==> src/include/rename_defs.svh <==
// Rename core sizing
// Register counts, physical tag count, ROB depth and the widths they imply

`ifndef RENAME_DEFS_SVH
`define RENAME_DEFS_SVH

// Architectural register file as seen by the program
`define RENAME_ARCH_REGS 16
`define RENAME_ARCH_W    4

// Physical tags shared by the map table and the free list
`define RENAME_PHYS_REGS 32
`define RENAME_PHYS_W    5

// Reorder buffer slots, one per in-flight instruction
`define RENAME_ROB_DEPTH 8
`define RENAME_ROB_W     3

// Widths must satisfy 2**W == count for every pair above

`endif

==> src/source/rename_pkg.sv <==
// Rename core types
// Index vectors, the packets passed between blocks and the dispatch FSM states

`include "rename_defs.svh"

package rename_pkg;

    // Plain index and count vectors
    typedef logic [`RENAME_ARCH_W-1:0] arch_reg_t;
    typedef logic [`RENAME_PHYS_W-1:0] phys_tag_t;
    typedef logic [`RENAME_ROB_W-1:0]  rob_idx_t;
    // One extra bit so that a full structure can be counted
    typedef logic [`RENAME_ROB_W:0]    rob_count_t;
    typedef logic [`RENAME_PHYS_W:0]   free_count_t;

    // Instruction offered on the dispatch handshake
    typedef struct packed {
        arch_reg_t arch_rd;
        logic      uses_rd;
    } dispatch_req_t;

    // Contents of one ROB slot
    typedef struct packed {
        arch_reg_t arch_rd;
        logic      uses_rd;
        phys_tag_t new_tag;
        phys_tag_t old_tag;
    } rob_entry_t;

    // Completion report for one slot
    typedef struct packed {
        logic     valid;
        rob_idx_t idx;
    } complete_t;

    // Registered commit packet, program order
    typedef struct packed {
        logic      valid;
        arch_reg_t arch_rd;
        logic      uses_rd;
        phys_tag_t new_tag;
        phys_tag_t old_tag;
        rob_idx_t  idx;
    } commit_t;

    typedef enum logic [1:0] {IDLE, GRANT, RELEASE} dispatch_state_t;

endpackage

==> src/source/dispatch_ctrl.sv <==
// Dispatch controller
// Runs the four-phase req/ack handshake for one lane, grants only when the
// ROB and the free list can take the instruction, and strobes allocation

`timescale 1ns/1ns

module dispatch_ctrl (
    input  logic                      clock,
    input  logic                      rst_n,
    input  logic                      req,
    input  rename_pkg::dispatch_req_t data,
    input  logic                      rob_full,
    input  logic                      free_empty,
    output logic                      ack,
    output logic                      alloc,
    output logic                      alloc_uses_rd
);
    import rename_pkg::*;

    dispatch_state_t state;
    dispatch_state_t state_next;
    logic            resources_ok;

    // Register zero is never renamed, so it counts as no destination
    assign alloc_uses_rd = data.uses_rd && (data.arch_rd != '0);

    // A tag is only needed when there is a real destination
    assign resources_ok = !rob_full && !(alloc_uses_rd && free_empty);

    ////////////////////////////////////////////////////////////////////////////
    // Handshake FSM
    ////////////////////////////////////////////////////////////////////////////

    always_comb begin
        state_next = state;
        case (state)
            // Wait here under back-pressure, ack stays low
            IDLE: if (req && resources_ok) state_next = GRANT;
            // One cycle of allocation, then hold ack until req drops
            GRANT: state_next = req ? RELEASE : IDLE;
            RELEASE: if (!req) state_next = IDLE;
            default: state_next = IDLE;
        endcase
    end

    always_ff @(posedge clock or negedge rst_n) begin
        if (!rst_n) begin
            state <= IDLE;
        end else begin
            state <= state_next;
        end
    end

    // Alloc is a single-cycle strobe, GRANT lasts exactly one cycle
    assign alloc = (state == GRANT);
    assign ack   = (state == GRANT) || (state == RELEASE);

endmodule

==> src/source/free_list.sv <==
// Free list
// Circular queue of unused physical tags, popped from the front on rename
// and refilled at the back as instructions retire

`timescale 1ns/1ns
`include "rename_defs.svh"

module free_list (
    input  logic                  clock,
    input  logic                  rst_n,
    input  logic                  pop,
    input  logic                  push,
    input  rename_pkg::phys_tag_t push_tag,
    output rename_pkg::phys_tag_t head_tag,
    output logic                  empty
);
    import rename_pkg::*;

    phys_tag_t                slot_q [`RENAME_PHYS_REGS];
    logic [`RENAME_PHYS_W-1:0] rd_ptr;
    logic [`RENAME_PHYS_W-1:0] wr_ptr;
    free_count_t              count;

    ////////////////////////////////////////////////////////////////////////////
    // Queue storage
    ////////////////////////////////////////////////////////////////////////////

    // Starts holding the tags above the identity map, ascending from the front
    // Slots past the first sixteen get values that are never read
    always_ff @(posedge clock or negedge rst_n) begin
        if (!rst_n) begin
            for (int i = 0; i < `RENAME_PHYS_REGS; i++) begin
                slot_q[i] <= phys_tag_t'(i + `RENAME_ARCH_REGS);
            end
        end else if (push) begin
            slot_q[wr_ptr] <= push_tag;
        end
    end

    ////////////////////////////////////////////////////////////////////////////
    // Pointers and occupancy
    ////////////////////////////////////////////////////////////////////////////

    always_ff @(posedge clock or negedge rst_n) begin
        if (!rst_n) begin
            rd_ptr <= '0;
            wr_ptr <= `RENAME_PHYS_W'(`RENAME_PHYS_REGS - `RENAME_ARCH_REGS);
            count  <= free_count_t'(`RENAME_PHYS_REGS - `RENAME_ARCH_REGS);
        end else begin
            if (pop) rd_ptr <= rd_ptr + 1'b1;
            if (push) wr_ptr <= wr_ptr + 1'b1;
            // Pop and push in one cycle cancel out
            case ({pop, push})
                2'b10:   count <= count - free_count_t'(1);
                2'b01:   count <= count + free_count_t'(1);
                default: count <= count;
            endcase
        end
    end

    assign head_tag = slot_q[rd_ptr];
    assign empty    = (count == '0);

endmodule

==> src/source/map_table.sv <==
// Speculative map table
// Maps each architectural register to its newest physical tag, reads the
// current tag for the destination and installs the new one on write

`timescale 1ns/1ns
`include "rename_defs.svh"

module map_table (
    input  logic                  clock,
    input  logic                  rst_n,
    input  rename_pkg::arch_reg_t arch_rd,
    input  logic                  write,
    input  rename_pkg::phys_tag_t new_tag,
    output rename_pkg::phys_tag_t old_tag
);
    import rename_pkg::*;

    phys_tag_t map_q [`RENAME_ARCH_REGS];

    ////////////////////////////////////////////////////////////////////////////
    // Mapping registers
    ////////////////////////////////////////////////////////////////////////////

    // Identity after reset, register i lives in tag i
    always_ff @(posedge clock or negedge rst_n) begin
        if (!rst_n) begin
            for (int i = 0; i < `RENAME_ARCH_REGS; i++) begin
                map_q[i] <= phys_tag_t'(i);
            end
        end else if (write) begin
            map_q[arch_rd] <= new_tag;
        end
    end

    // Previous tag goes into the ROB entry, freed when this instruction commits
    assign old_tag = map_q[arch_rd];

endmodule

==> src/source/rename_core.sv <==
// Rename and retire core
// One dispatch lane through the map table, free list and reorder buffer,
// with out-of-order completion and in-order commit

`timescale 1ns/1ns

module rename_core (
    input  logic                      clock,
    input  logic                      rst_n,
    input  logic                      dispatch_req,
    input  rename_pkg::dispatch_req_t dispatch_data,
    input  rename_pkg::complete_t     complete,
    output logic                      dispatch_ack,
    output rename_pkg::rob_idx_t      dispatch_idx,
    output rename_pkg::commit_t       commit
);
    import rename_pkg::*;

    logic       alloc;
    logic       alloc_uses_rd;
    logic       retire;
    logic       rob_full;
    logic       free_empty;
    rob_idx_t   rob_head;
    rob_idx_t   rob_tail;
    rob_count_t rob_count;
    phys_tag_t  free_tag;
    phys_tag_t  prev_tag;
    rob_entry_t alloc_entry;
    rob_entry_t retire_entry;

    ////////////////////////////////////////////////////////////////////////////
    // Dispatch side
    ////////////////////////////////////////////////////////////////////////////

    dispatch_ctrl u_dispatch_ctrl (
        .clock         (clock),
        .rst_n         (rst_n),
        .req           (dispatch_req),
        .data          (dispatch_data),
        .rob_full      (rob_full),
        .free_empty    (free_empty),
        .ack           (dispatch_ack),
        .alloc         (alloc),
        .alloc_uses_rd (alloc_uses_rd)
    );

    // Tags are zero for instructions without a destination
    always_comb begin
        alloc_entry.arch_rd = dispatch_data.arch_rd;
        alloc_entry.uses_rd = alloc_uses_rd;
        alloc_entry.new_tag = alloc_uses_rd ? free_tag : '0;
        alloc_entry.old_tag = alloc_uses_rd ? prev_tag : '0;
    end

    // Tail has moved on after GRANT, so ack holds the slot just written
    assign dispatch_idx = alloc ? rob_tail : rob_tail - rob_idx_t'(1);

    map_table u_map_table (
        .clock   (clock),
        .rst_n   (rst_n),
        .arch_rd (dispatch_data.arch_rd),
        .write   (alloc && alloc_uses_rd),
        .new_tag (free_tag),
        .old_tag (prev_tag)
    );

    // Retiring instruction hands back the tag it overwrote
    free_list u_free_list (
        .clock    (clock),
        .rst_n    (rst_n),
        .pop      (alloc && alloc_uses_rd),
        .push     (retire && retire_entry.uses_rd),
        .push_tag (retire_entry.old_tag),
        .head_tag (free_tag),
        .empty    (free_empty)
    );

    ////////////////////////////////////////////////////////////////////////////
    // Reorder buffer
    ////////////////////////////////////////////////////////////////////////////

    rob_pointers u_rob_pointers (
        .clock  (clock),
        .rst_n  (rst_n),
        .alloc  (alloc),
        .retire (retire),
        .head   (rob_head),
        .tail   (rob_tail),
        .count  (rob_count),
        .full   (rob_full)
    );

    rob_storage u_rob_storage (
        .clock        (clock),
        .rst_n        (rst_n),
        .alloc        (alloc),
        .tail         (rob_tail),
        .head         (rob_head),
        .entry        (alloc_entry),
        .complete     (complete),
        .retire       (retire),
        .retire_entry (retire_entry),
        .commit       (commit)
    );

endmodule

==> src/source/rob_pointers.sv <==
// ROB pointers
// Head and tail slot counters plus the occupancy count of the reorder buffer

`timescale 1ns/1ns
`include "rename_defs.svh"

module rob_pointers (
    input  logic                   clock,
    input  logic                   rst_n,
    input  logic                   alloc,
    input  logic                   retire,
    output rename_pkg::rob_idx_t   head,
    output rename_pkg::rob_idx_t   tail,
    output rename_pkg::rob_count_t count,
    output logic                   full
);
    import rename_pkg::*;

    ////////////////////////////////////////////////////////////////////////////
    // Slot counters
    ////////////////////////////////////////////////////////////////////////////

    // Depth is a power of two, so the counters wrap on their own
    always_ff @(posedge clock or negedge rst_n) begin
        if (!rst_n) begin
            head <= '0;
            tail <= '0;
        end else begin
            if (alloc) tail <= tail + rob_idx_t'(1);
            if (retire) head <= head + rob_idx_t'(1);
        end
    end

    ////////////////////////////////////////////////////////////////////////////
    // Occupancy
    ////////////////////////////////////////////////////////////////////////////

    // Alloc and retire together leave the count where it is
    always_ff @(posedge clock or negedge rst_n) begin
        if (!rst_n) begin
            count <= '0;
        end else begin
            case ({alloc, retire})
                2'b10:   count <= count + rob_count_t'(1);
                2'b01:   count <= count - rob_count_t'(1);
                default: count <= count;
            endcase
        end
    end

    assign full = (count == rob_count_t'(`RENAME_ROB_DEPTH));

endmodule

==> src/source/rob_storage.sv <==
// ROB storage
// Holds the in-flight entries with valid and complete flags, retires the head
// in program order and registers the commit packet

`timescale 1ns/1ns
`include "rename_defs.svh"

module rob_storage (
    input  logic                   clock,
    input  logic                   rst_n,
    input  logic                   alloc,
    input  rename_pkg::rob_idx_t   tail,
    input  rename_pkg::rob_idx_t   head,
    input  rename_pkg::rob_entry_t entry,
    input  rename_pkg::complete_t  complete,
    output logic                   retire,
    output rename_pkg::rob_entry_t retire_entry,
    output rename_pkg::commit_t    commit
);
    import rename_pkg::*;

    rob_entry_t                   entry_mem [`RENAME_ROB_DEPTH];
    logic [`RENAME_ROB_DEPTH-1:0] busy;
    logic [`RENAME_ROB_DEPTH-1:0] done;
    logic                         commit_valid_q;
    rob_entry_t                   commit_entry_q;
    rob_idx_t                     commit_idx_q;

    // Payload only, flags below say whether a slot means anything
    always_ff @(posedge clock) begin
        if (alloc) entry_mem[tail] <= entry;
    end

    ////////////////////////////////////////////////////////////////////////////
    // Slot flags
    ////////////////////////////////////////////////////////////////////////////

    always_ff @(posedge clock or negedge rst_n) begin
        if (!rst_n) begin
            busy <= '0;
            done <= '0;
        end else begin
            if (retire) busy[head] <= 1'b0;
            // Repeated completion of a finished slot changes nothing
            if (complete.valid && busy[complete.idx]) done[complete.idx] <= 1'b1;
            if (alloc) begin
                busy[tail] <= 1'b1;
                done[tail] <= 1'b0;
            end
        end
    end

    // Head retires once it is both occupied and finished
    assign retire       = busy[head] && done[head];
    assign retire_entry = entry_mem[head];

    // Commit pulse lands on the same edge that moves the head
    always_ff @(posedge clock or negedge rst_n) begin
        if (!rst_n) commit_valid_q <= 1'b0;
        else commit_valid_q <= retire;
    end

    always_ff @(posedge clock) begin
        commit_entry_q <= retire_entry;
        commit_idx_q   <= head;
    end

    always_comb begin
        commit.valid   = commit_valid_q;
        commit.arch_rd = commit_entry_q.arch_rd;
        commit.uses_rd = commit_entry_q.uses_rd;
        commit.new_tag = commit_entry_q.new_tag;
        commit.old_tag = commit_entry_q.old_tag;
        commit.idx     = commit_idx_q;
    end

endmodule

==> config.mk <==
export PLATFORM = sky130hd
export DESIGN_NAME = rename_core
export DESIGN_NICKNAME = d
export VERILOG_FILES = /design/src/source/rename_pkg.sv /design/src/source/dispatch_ctrl.sv /design/src/source/free_list.sv /design/src/source/map_table.sv /design/src/source/rename_core.sv /design/src/source/rob_pointers.sv /design/src/source/rob_storage.sv
export VERILOG_INCLUDE_DIRS = /design/src /design/src/include
export SDC_FILE = /design/constraint.sdc
export NUM_CORES = 1
export LEC_CHECK = 0
export ABC_AREA = 1
export BUFFER_PORTS_ARGS = -buffer_cell sky130_fd_sc_hd__buf_2
export CORE_ASPECT_RATIO = 1.1
export CORE_MARGIN = 4
export CORE_UTILIZATION = 40
export CTS_CLUSTER_SIZE = 16
export DETAILED_ROUTE_END_ITERATION = 10
export GPL_ROUTABILITY_DRIVEN = 1
export PLACE_DENSITY = 0.63
export SYNTH_ARGS = -nofsm -noshare
export SYNTH_HDL_FRONTEND = slang
export SYNTH_SLANG_ARGS = --single-unit
==> constraint.sdc <==
create_clock -name clock -period 4.9 [get_ports clock]
set_input_delay 0.49 -clock clock [delete_from_list [all_inputs] [get_ports clock]]
set_output_delay 0.49 -clock clock [all_outputs]
set_load 0.01 [all_outputs]
### Word level (Yosys, flattened, before mapping)

Memory sizes are Yosys's and may differ from the RTL's.
Index checks and enable logic that the tools add are counted.

| storage, ports and cells | value |
|---|---|
| bits in registers | 303 |
| bits of input ports | 12 |
| logic and storage cells | 163 |
| memories | 1 |
| memory bits (writable) | 120 |
| output and inout port bits | 23 |

Memory list:

| memory | depth | width | rd ports | clocked after memory_dff | write ports | line | text |
|---|---|---|---|---|---|---|---|
| u_rob_storage.entry_mem | 8 | 15 | 1 | 0 | 1 | rob_storage.sv:22 | `` rob_entry_t entry_mem [`RENAME_ROB_DEPTH]; `` |

| cells by class | value |
|---|---|
| order comparisons | 11 |
| bitwise logic cells | 9 |
| reductions and logical operators | 22 |
| multiplexer cells | 39 |
| eq/ne operators | 9 |
| add/subtract/negate cells | 9 |

Operator list:

| kind | count |
|---|---|
| bitwise mux 160 bit | 1 |
| bitwise mux 80 bit | 1 |
| 2-to-1 mux 5 bit | 8 |
| 2-to-1 mux 8 bit | 4 |
| binary-select mux 5 bit (select 5 bit) | 1 |
| demux 5 bit (select 5 bit) | 1 |
| binary-select mux 5 bit (select 4 bit) | 1 |
| demux 5 bit (select 4 bit) | 1 |
| bitwise AND 8 bit | 2 |
| inverter 8 bit | 2 |
| bitwise OR 8 bit | 2 |
| logical AND 1 bit | 13 |
| >= comparator 6 bit (second input constant) | 2 |
| < comparator 3 x 4 -> 1 bit (second input constant) | 3 |
| inverter 5 -> 6 bit | 2 |
| one-hot mux 6 bit (2 select lines) | 1 |
| adder 5 x 1 -> 5 bit (second input constant) | 2 |
| binary-select mux 1 bit (select 3 bit) | 3 |
| demux 1 bit (select 3 bit) | 3 |
| >= comparator 3 x 1 -> 1 bit (second input constant) | 3 |
| 2-to-1 mux 1 bit | 8 |
| one-hot mux 4 bit (2 select lines) | 1 |
| adder 3 x 1 -> 3 bit (second input constant) | 2 |
| adder 6 x 1 -> 6 bit (second input constant) | 1 |
| 23 further kinds | 31 |

### Depth between registers and ports, before layout

Gate-level depths: netlist of the first run.

| depth | value |
|---|---|
| depth in word-level cells | 9 |
| mapped depth | 19 |
| mapped depth without buffers | 17 |

### Hierarchy

Synthesis of the first run repeated with hierarchy kept, for this count alone.

| second synthesis, totals | value |
|---|---|
| cell total of the unflattened synthesis | 2,260 |
| area, all modules | 19,637.6 um^2 |

By module, submodules not included:

| module | instances | seq. area each (um^2) | cells each | area each (um^2) |
|---|---|---|---|---|
| free_list | 1 | 4,506.8 | 1,105 | 8,758.4 |
| rob_storage | 1 | 4,389.2 | 518 | 6,124.6 |
| map_table | 1 | 2,042.0 | 519 | 3,868.7 |
| rob_pointers | 1 | 250.2 | 58 | 540.5 |
| dispatch_ctrl | 1 | 50.0 | 22 | 182.7 |
| rename_core | 1 | 0.0 | 38 | 162.7 |

### Worst setup path after synthesis of the first run

OpenSTA, ideal clock, no wires.

| timing | value |
|---|---|
| kind | reg2reg |
| start | register u_rob_pointers.head[1] |
| end | register u_free_list.count[5] |
| data arrival time | 2,654 ps |
| period minus slack after synthesis | 2,718 ps |
| library setup time | 65 ps |
| data required time | 4,835 ps |
| buffers on the path | 0 |
| stages on the path, launching flop included | 17 |
| slack | 2,182 ps |
| cells stage by stage | dfrtp_1 nor2_1 nand3_1 nand2_1 nor2_1 nor2_4 nand2_1 inv_1 ha_1 inv_1 ha_1 nand3_1 nand3_1 a21oi_1 xor2_1 nand2_1 nand2_1 |

| on the way | value |
|---|---|
| cells in the longest elaborated chain, start to end | 6 |
| elaborated cells between the ends (all ways) | 11 |
| those cells by class | eq/ne: 2; mux: 5; reduce/logical: 3; memory: 1 |

RTL lines:

| what | line | text |
|---|---|---|
| start: declaration | rob_pointers.sv:12 | `output rename_pkg::rob_idx_t head,` |
| start signal: assignment | rob_pointers.sv:30 | `if (retire) head <= head + rob_idx_t'(1);` |
| binary-select mux 1 bit (select 3 bit) | rob_storage.sv:54 | `assign retire = busy[head] && done[head];` |
| 2-to-1 mux 1 bit (not written as such) | rob_storage.sv:54 |  |
| logical AND 1 bit | rob_storage.sv:54 |  |
| logical AND 1 bit * | rename_core.sv:73 | `.push (retire && retire_entry.uses_rd),` |
| named net u_free_list.push | free_list.sv:12 | `input logic push,` |
| == test 2 x 1 -> 1 bit / == test 2 bit (equally long branches) | free_list.sv:53 | `case ({pop, push})` |
| one-hot mux 6 bit (2 select lines) / nonzero test 2 bit (equally long branches) | n/a |  |
| end signal: assignment | free_list.sv:54 | `2'b10: count <= count - free_count_t'(1);` |
| end signal: assignment | free_list.sv:55 | `2'b01: count <= count + free_count_t'(1);` |
| end signal: assignment | free_list.sv:56 | `default: count <= count;` |
| end: declaration | free_list.sv:22 | `free_count_t count;` |

The timed path passes the listed nets; every way through them passes the cells marked *. The select of a mux whose other input is x is not followed.
A chain may end at the register's enable or synchronous reset.

### Worst setup path after layout of the first run

| timing | value |
|---|---|
| start | register u_rob_pointers.head[0] |
| end | register u_free_list.count[5] |

Same word-level chain as after synthesis.

==> results of run 1 <==
==> power breakdown <==
group | switching (mW) | internal (mW)
clock | 1.43 | 2.00
combinational | 4.74 | 1.52
sequential | 0.424 | 4.59
==> worst min-delay path by stage <==
stage / from / to / slack [ns] / depth (start not counted)
after detailed placement: u_map_table.map_q[78]$_DFFE_PN0P_ / u_map_table.map_q[78]$_DFFE_PN0P_ / 0.37 / 0
after global placement: u_map_table.map_q[76]$_DFFE_PN0P_ / u_map_table.map_q[76]$_DFFE_PN0P_ / 0.37 / 0
after global routing: rst_n / u_free_list.slot_q[128]$_DFFE_PN0P_ / 0.13 / 1
after floorplan: rst_n / u_dispatch_ctrl.state[0]$_DFFE_PN0P_ / 0.19 / 0
after CTS: rst_n / u_free_list.slot_q[125]$_DFFE_PN0P_ / 0.1 / 1
final: rst_n / u_free_list.slot_q[125]$_DFFE_PN0P_ / 0.04 / 1
==> sequential cells by signal, indices dropped and copies added, names as in the netlist <==
name                          cells
u_map_table.map_q                80
u_rob_storage.entry_mem         120
u_free_list.count                 6
u_free_list.wr_ptr                5
u_rob_storage.commit             15
u_rob_storage.commit_idx_q        3
u_free_list.rd_ptr                5
u_free_list.slot_q              160
u_rob_storage.commit_valid_q      1
u_rob_pointers.tail               3
u_rob_pointers.count              4
u_rob_storage.busy                8
u_rob_pointers.head               3
u_rob_storage.done                8
u_dispatch_ctrl.state             2
==> area by class of cell <==
type                    instances  share of cell area, %
multi-input cells            1660                  34.61
inverters                     173                  2.891
clock buffers                  58                  5.498
clock inverters                22                  1.058
flip-flops and latches        423                  50.04
well taps                     660                  3.676
repair buffers                 70                  2.228
==> synthesized netlist by cell type <==
cell type,instances,area (sq um)
mux2_2,1,11.26
o211ai_1,19,142.6
buf_2,53,265.3
nand4_1,168,1051
o21bai_1,1,7.510
xor2_1,12,105.1
nand2_1,857,3217
o21a_1,26,195.2
a22oi_1,40,300.3
nand3b_1,3,22.52
nor2_2,4,25.02
ha_1,19,237.7
buf_1,4,15.01
o2111ai_1,9,78.83
nor3_1,11,55.05
clkbuf_1,80,300.3
dfxtp_1,18,360.4
nand3_1,209,1046
o22ai_1,1,6.260
a21oi_1,27,135.1
inv_1,170,638.1
fa_1,2,40.04
dfstp_2,114,2995
inv_2,2,7.510
xnor2_1,3,26.28
dfrtp_1,171,4279
o21ai_0,80,400.4
clkinv_1,1,3.750
nor2_1,161,604.3
nor2_4,1,11.26
or2_2,5,31.28
a31oi_1,1,6.260
edfxtp_1,120,3603
buf_4,1,7.510
==> stage by stage <==
stage	util [%]	setup WS, ns	instances	instance area, sq um	power (mW)
floorplan	-	2.182	2394	20230	9.135
global placement	41.95	1.371	2986	20990	11.11
detailed placement	41.95	1.247	2986	20990	11.26
CTS	44.89	1.231	3066	22460	14.71
global route	44.89	0.8840	3066	22460	15.59
finish	44.89	1.242	3066	22460	14.71
==> worst max-delay path, stage by stage, from the launching register on <==
cell and delay [ns]:
dfrtp_2 0.37, buf_4 0.66, nand2_1 0.15, o211ai_1 0.13, nand2_1 0.09, nor2_1 0.19, nor2_4 0.06, nand2_1 0.29
inv_1 0.22, ha_1 0.29, inv_1 0.16, ha_1 0.30, nand3_1 0.08, nand3_1 0.11, a21oi_1 0.18, xor2_1 0.16
nand2_1 0.06, nand2_1 0.05
==> kinds of logic (layout without fill, tap and decap cells) <==
kind of cell | after synthesis | count (layout)
compound gates | 204 | 204
xor+xnor | 15 | 15
fa+ha+maj | 21 | 21
buf+inv | 311 | 323
flops | 423 | 423
mux | 1 | 1
simple gates | 1419 | 1419
==> layer usage <==
layer | vias to the layer above | GRT usage (%) | wire [um]
met2 | 550 | 31.36 | 25160
met1 | 7999 | 27.41 | 24070
met4 | 0 | 5.476 | 1189
li1 | 7889 | - | -
met5 | - | 0 | 0
met3 | 84 | 2.699 | 3494
==> results.sh, run 1 <==
export IMPL_fin_crit_sh_pct=74.66
export IMPL_cts_sinks=423
export IMPL_synthesis_area_sq_um=20230
export IMPL_synth_top_family_by_area="simple AND/OR/NAND/NOR gates"
export IMPL_seqCellArea_sq_um=11240
export IMPL_clk_latency_ns=0.56
export IMPL_numCtsBuffers=44
export IMPL_critPathKind="flip-flop to flip-flop"
export IMPL_crit_start="u_rob_pointers.head[0]$_DFFE_PN0N_"
export IMPL_ant_nets=0
export IMPL_required_ns=5.39
export IMPL_grt_max_degree=205
export IMPL_layout_commonest_cell="nand2_1"
export IMPL_power_density_nw_per_um2=655.0
export IMPL_tightestPinTransition_ns=1.207
export IMPL_rr_endpoint="u_free_list.count[5]$_DFFE_PN0P_"
export IMPL_overflow=0
export IMPL_grt_first_pass_wirelength_um=86610
export IMPL_hpwl_um=32300
export IMPL_drt_wirelength_per_cell_um=17.59
export IMPL_multiInputGateArea_sq_um=7774
export IMPL_start_util_pct=40.44
export IMPL_track_usage_pct=19.35
export IMPL_area_growth_pct=11.03
export IMPL_finalWeightedCongestion=0.8438
export IMPL_core_area_sq_um=50040
export IMPL_post_cts_buffers=0
export IMPL_n_fill_cell=4761
export IMPL_vias=16520
export IMPL_slew_viol_final=0
export IMPL_ys_seq_elements=423
export IMPL_first_global_vias=15850
export IMPL_antenna_found_initial=1
export IMPL_drt_wl_total_um=53920
export IMPL_n_antenna_cell=0
export IMPL_setup_tns_ns=0
export IMPL_worstPathMaxFanout=89
export IMPL_synth_xor_area_share_pct=0.6494
export IMPL_maxCapViolations=0
export IMPL_critical_path_arrival_ns=4.15
export IMPL_ctsResizeCount=0
export IMPL_synth_nets=2427
export IMPL_dieArea_sq_um=54250
export IMPL_die_x_um=222.4
export IMPL_start_kind="flip-flop"
export IMPL_hold_buffers=0
export IMPL_layout_common_cells="857 x nand2_1, 209 x nand3_1, 170 x inv_1"
export IMPL_yosys_warnings=0
export IMPL_slew_headroom_pct=19.45
export IMPL_endpoint="u_free_list.count[5]$_DFFE_PN0P_"
export IMPL_synthMuxAreaShare_pct=0.05566
export IMPL_worst_r2r_path_depth=17
export IMPL_cts_tree="built"
export IMPL_worstHoldPathType="input pin to asynchronous set/reset pin"
export IMPL_hold_slack_ns=0.04374
export IMPL_synth_area_per_cell_sq_um=8.451
export IMPL_max_freq_ghz=0.2734
export IMPL_ir_worst_vdd_mv=0.5475
export IMPL_io_buffers=34
export IMPL_cts_root_buffer="clkbuf_16"
export IMPL_synth_seq_area_share_pct=55.55
export IMPL_drt_pass1_iter_count=6
export IMPL_finalHoldViolCount=0
export IMPL_path_clk_slew_ns=0.06
export IMPL_end_kind="flip-flop"
export IMPL_netlist_cell_type_count=34
export IMPL_layout_drive_gt1_share_pct=11.47
export IMPL_leakagePower_nw=10.21
export IMPL_skew_ns=0.02140
export IMPL_finalSetupViolCount=0
export IMPL_grt_setup_unrepaired="false"
export IMPL_nets=2405
export IMPL_status="completed"
export IMPL_drt_initial_drc_count=1568
export IMPL_die_h_um=243.9
export IMPL_rows=86
export IMPL_synth_adder_area_share_pct=1.373
export IMPL_cts_htree_levels=2
export IMPL_synth_compound_area_share_pct=6.289
export IMPL_timing_rr_start="u_rob_pointers.head[0]$_DFFE_PN0N_"
export IMPL_vias_per_cell=5.389
export IMPL_r2r_slack_ns=1.24
export IMPL_synth_simple_gate_area_share_pct=29.97
export IMPL_ios=35
export IMPL_clockBufferDepth=3
export IMPL_min_period_ns=3.658
export IMPL_synthCells=2394
export IMPL_drc_errors=0
Note: power is estimated with default switching activity, not from simulation.
==> inputs of run 2 (changes only) <==
==> constraint.sdc (replaced) <==
create_clock -name clock -period 3.5 [get_ports clock]
set_input_delay 0.35 -clock clock [delete_from_list [all_inputs] [get_ports clock]]
set_output_delay 0.35 -clock clock [all_outputs]
set_load 0.01 [all_outputs]
==> run 2 against run 1 <==
Die area unchanged; clock-buffer cell count is 13 higher; sequential share of layout area shrank 0.25 points; critical path depth did not move; sequential power rose by 40%; maximum frequency rose by 18%; utilization rose by 0.23 points.
==> results.sh, run 2 (synthesized netlist as in run 1, its figures left out) <==
export IMPL_status="completed"
export IMPL_vias_per_cell=5.367
export IMPL_slew_headroom_pct=35.81
export IMPL_ios=35
export IMPL_cp_cell_sequence="nand2_1, inv_1, nand3_1, nand2_1, nor2_1, nor2_4, nand2_1, inv_1, ha_1, inv_1, ha_1, nand3_1, nand3_1, a21oi_1, xor2_1, nand2_1, nand2_1"
export IMPL_required_ns=4.02
export IMPL_finalHoldViolCount=0
export IMPL_area_growth_pct=11.59
export IMPL_first_global_vias=16130
export IMPL_io_buffers=34
export IMPL_placedCellCount=3005
export IMPL_fin_crit_sh_pct=88.54
export IMPL_grt_setup_unrepaired="false"
export IMPL_post_cts_buffers=0
export IMPL_antenna_found_initial=0
export IMPL_p_int_mw=11.33
export IMPL_comb_power_share_pct=43.5
export IMPL_skew_ns=0.02125
export IMPL_finalSetupViolCount=0
export IMPL_drt_initial_drc_count=1594
export IMPL_critPathKind="flip-flop to flip-flop"
export IMPL_largestRegisters="u_free_list.slot_q (160), u_rob_storage.entry_mem (120), u_map_table.map_q (80)"
export IMPL_start_util_pct=40.44
export IMPL_track_usage_pct=19.53
export IMPL_die_x_um=222.4
export IMPL_layout_cells_non_filler=3088
export IMPL_worstHoldPathType="input pin to flip-flop"
export IMPL_cts_tree="built"
export IMPL_nets=2425
export IMPL_drt_pass1_iter_count=5
export IMPL_start_kind="flip-flop"
export IMPL_largest_reg_flops=160
export IMPL_path_clk_slew_ns=0.06
export IMPL_ir_worst_vdd_mv=1.026
export IMPL_leakagePower_nw=10.30
export IMPL_drt_wirelength_per_cell_um=17.48
export IMPL_rows=86
export IMPL_vias=16570
export IMPL_p_sw_mw=9.189
export IMPL_clk_latency_ns=0.58
export IMPL_worstPathMaxFanout=8
export IMPL_crit_top_cell="nand2_1"
export IMPL_core_area_sq_um=50040
export IMPL_slowest_delay_ns=0.44
export IMPL_drt_wl_total_um=53990
export IMPL_clockBufferDepth=3
export IMPL_slew_viol_final=0
export IMPL_setup_tns_ns=0
export IMPL_dieArea_sq_um=54250
export IMPL_tightestPinTransition_ns=0.9628
export IMPL_hpwl_um=33430
export IMPL_finalWeightedCongestion=0.8677
export IMPL_switching_share_pct=44.78
export IMPL_layout_drive_gt1_share_pct=11.78
export IMPL_die_h_um=243.9
export IMPL_ctsResizeCount=0
export IMPL_cpMaxStageDelayCell="dfrtp_1"
export IMPL_overflow=0
export IMPL_min_period_ns=3.099
export IMPL_end_kind="flip-flop"
export IMPL_numCtsBuffers=44
export IMPL_maxCapViolations=0
export IMPL_grt_max_degree=195
export IMPL_max_freq_ghz=0.3227
export IMPL_largest_register="u_free_list.slot_q"
export IMPL_hold_slack_ns=0.09853
export IMPL_layout_commonest_cell="nand2_1"
export IMPL_ant_nets=0
export IMPL_cts_htree_levels=2
export IMPL_layout_common_cells="857 x nand2_1, 209 x nand3_1, 170 x inv_1"
export IMPL_power_density_nw_per_um2=908.9
export IMPL_n_antenna_cell=0
export IMPL_p_clk_share_pct=22.3
export IMPL_cts_sinks=423
export IMPL_cts_root_buffer="clkbuf_16"
export IMPL_grt_first_pass_wirelength_um=87030
export IMPL_fin_util_pct=45.12
export IMPL_drc_errors=0
export IMPL_pwr_share_seq_pct=34.2
export IMPL_critical_path_arrival_ns=3.62
run 2: cell count changes in the layout (fill, tap and decap cells not counted), sizes merged:
cell         change
buf             +19
clkinvlp         -6
inv              -1
dlygate4sd3      +1
clkinv           -1
bufinv           -3
clkbuf          +13
run 2: metal layers:
| layer | share of wire, % | global-route usage, % | routed length [um] | vias to the layer above |
|---|---|---|---|---|
| li1 | - | - | - | 7936 |
| met1 | 45 | 26.69 | 24060 | 8057 |
| met2 | 47 | 32.17 | 25330 | 472 |
| met3 | 5.6 | 3.061 | 3016 | 108 |
| met4 | 2.9 | 6.274 | 1575 | 0 |
| met5 | 0 | 0 | 0 | - |
run 2: area by class of cell:
class | instances | area, sq um
clock inverters | 11 | 92.59
fillers | 4766 | 27460
well taps | 660 | 825.8
inverters | 173 | 649.4
repair buffers | 90 | 690.7
clock buffers | 71 | 1304
flip-flops and latches | 423 | 11240
multi-input cells | 1660 | 7774
run 2: metrics by stage:
stage               worst slack (ns)  power (mW)  cell area, sq um
global placement              0.5368       15.74             21170
floorplan                     0.7816       12.79             20230
CTS                           0.4227       20.54             22580
detailed placement            0.4402       15.91             21170
finish                        0.4010       20.52             22580
global route                  0.1586       21.82             22580
run 2: critical path, delay by kind of cell, from the launching register on:
kind | cells | cell delay (ns)
buffers and inverters | 3 | 0.54
AOI/OAI and AO/OA | 1 | 0.19
xor gates and xnor gates | 1 | 0.16
and+or+nand+nor | 10 | 1.14
DFF | 1 | 0.44
adders and majority gates | 2 | 0.56
run 2: worst paths after layout:
path | start | to | slack [ns] | depth (start not counted)
max in group asynchronous | rst_n | u_free_list.slot_q[110]$_DFFE_PN1P_ | 2.26 | 3
setup reg to reg | u_rob_pointers.head[2]$_DFFE_PN0N_ | u_free_list.count[5]$_DFFE_PN0P_ | 0.40 | 17
hold / removal | dispatch_req | u_dispatch_ctrl.state[1]$_DFFE_PN0P_ | 0.1 | 3
min in group asynchronous | rst_n | u_free_list.slot_q[123]$_DFFE_PN0P_ | 0.34 | 2
hold reg to reg | u_map_table.map_q[75]$_DFFE_PN0P_ | u_map_table.map_q[75]$_DFFE_PN0P_ | 0.38 | 0
setup / recovery | u_rob_pointers.head[2]$_DFFE_PN0N_ | u_free_list.count[5]$_DFFE_PN0P_ | 0.40 | 17
run 2: power groups by stage:
stage          Clock, mW  Combinational (mW)  Sequential (mW)
6_report            4.59                8.92             7.01
5_1_grt             4.90                9.78             7.13
4_1_cts             4.69                8.85             7.00
3_5_place_dp           0                8.84             7.07
3_3_place_gp           0                8.68             7.05
2_1_floorplan          0                5.84             6.95
run 2: what timing repair did:
| action | 4_1_cts | 5_1_grt |
|---|---|---|
| setup endpoints to repair | 0 | 0 |
| endpoints found under the hold margin | 44 | 0 |
| hold buffers | 1 | 0 |
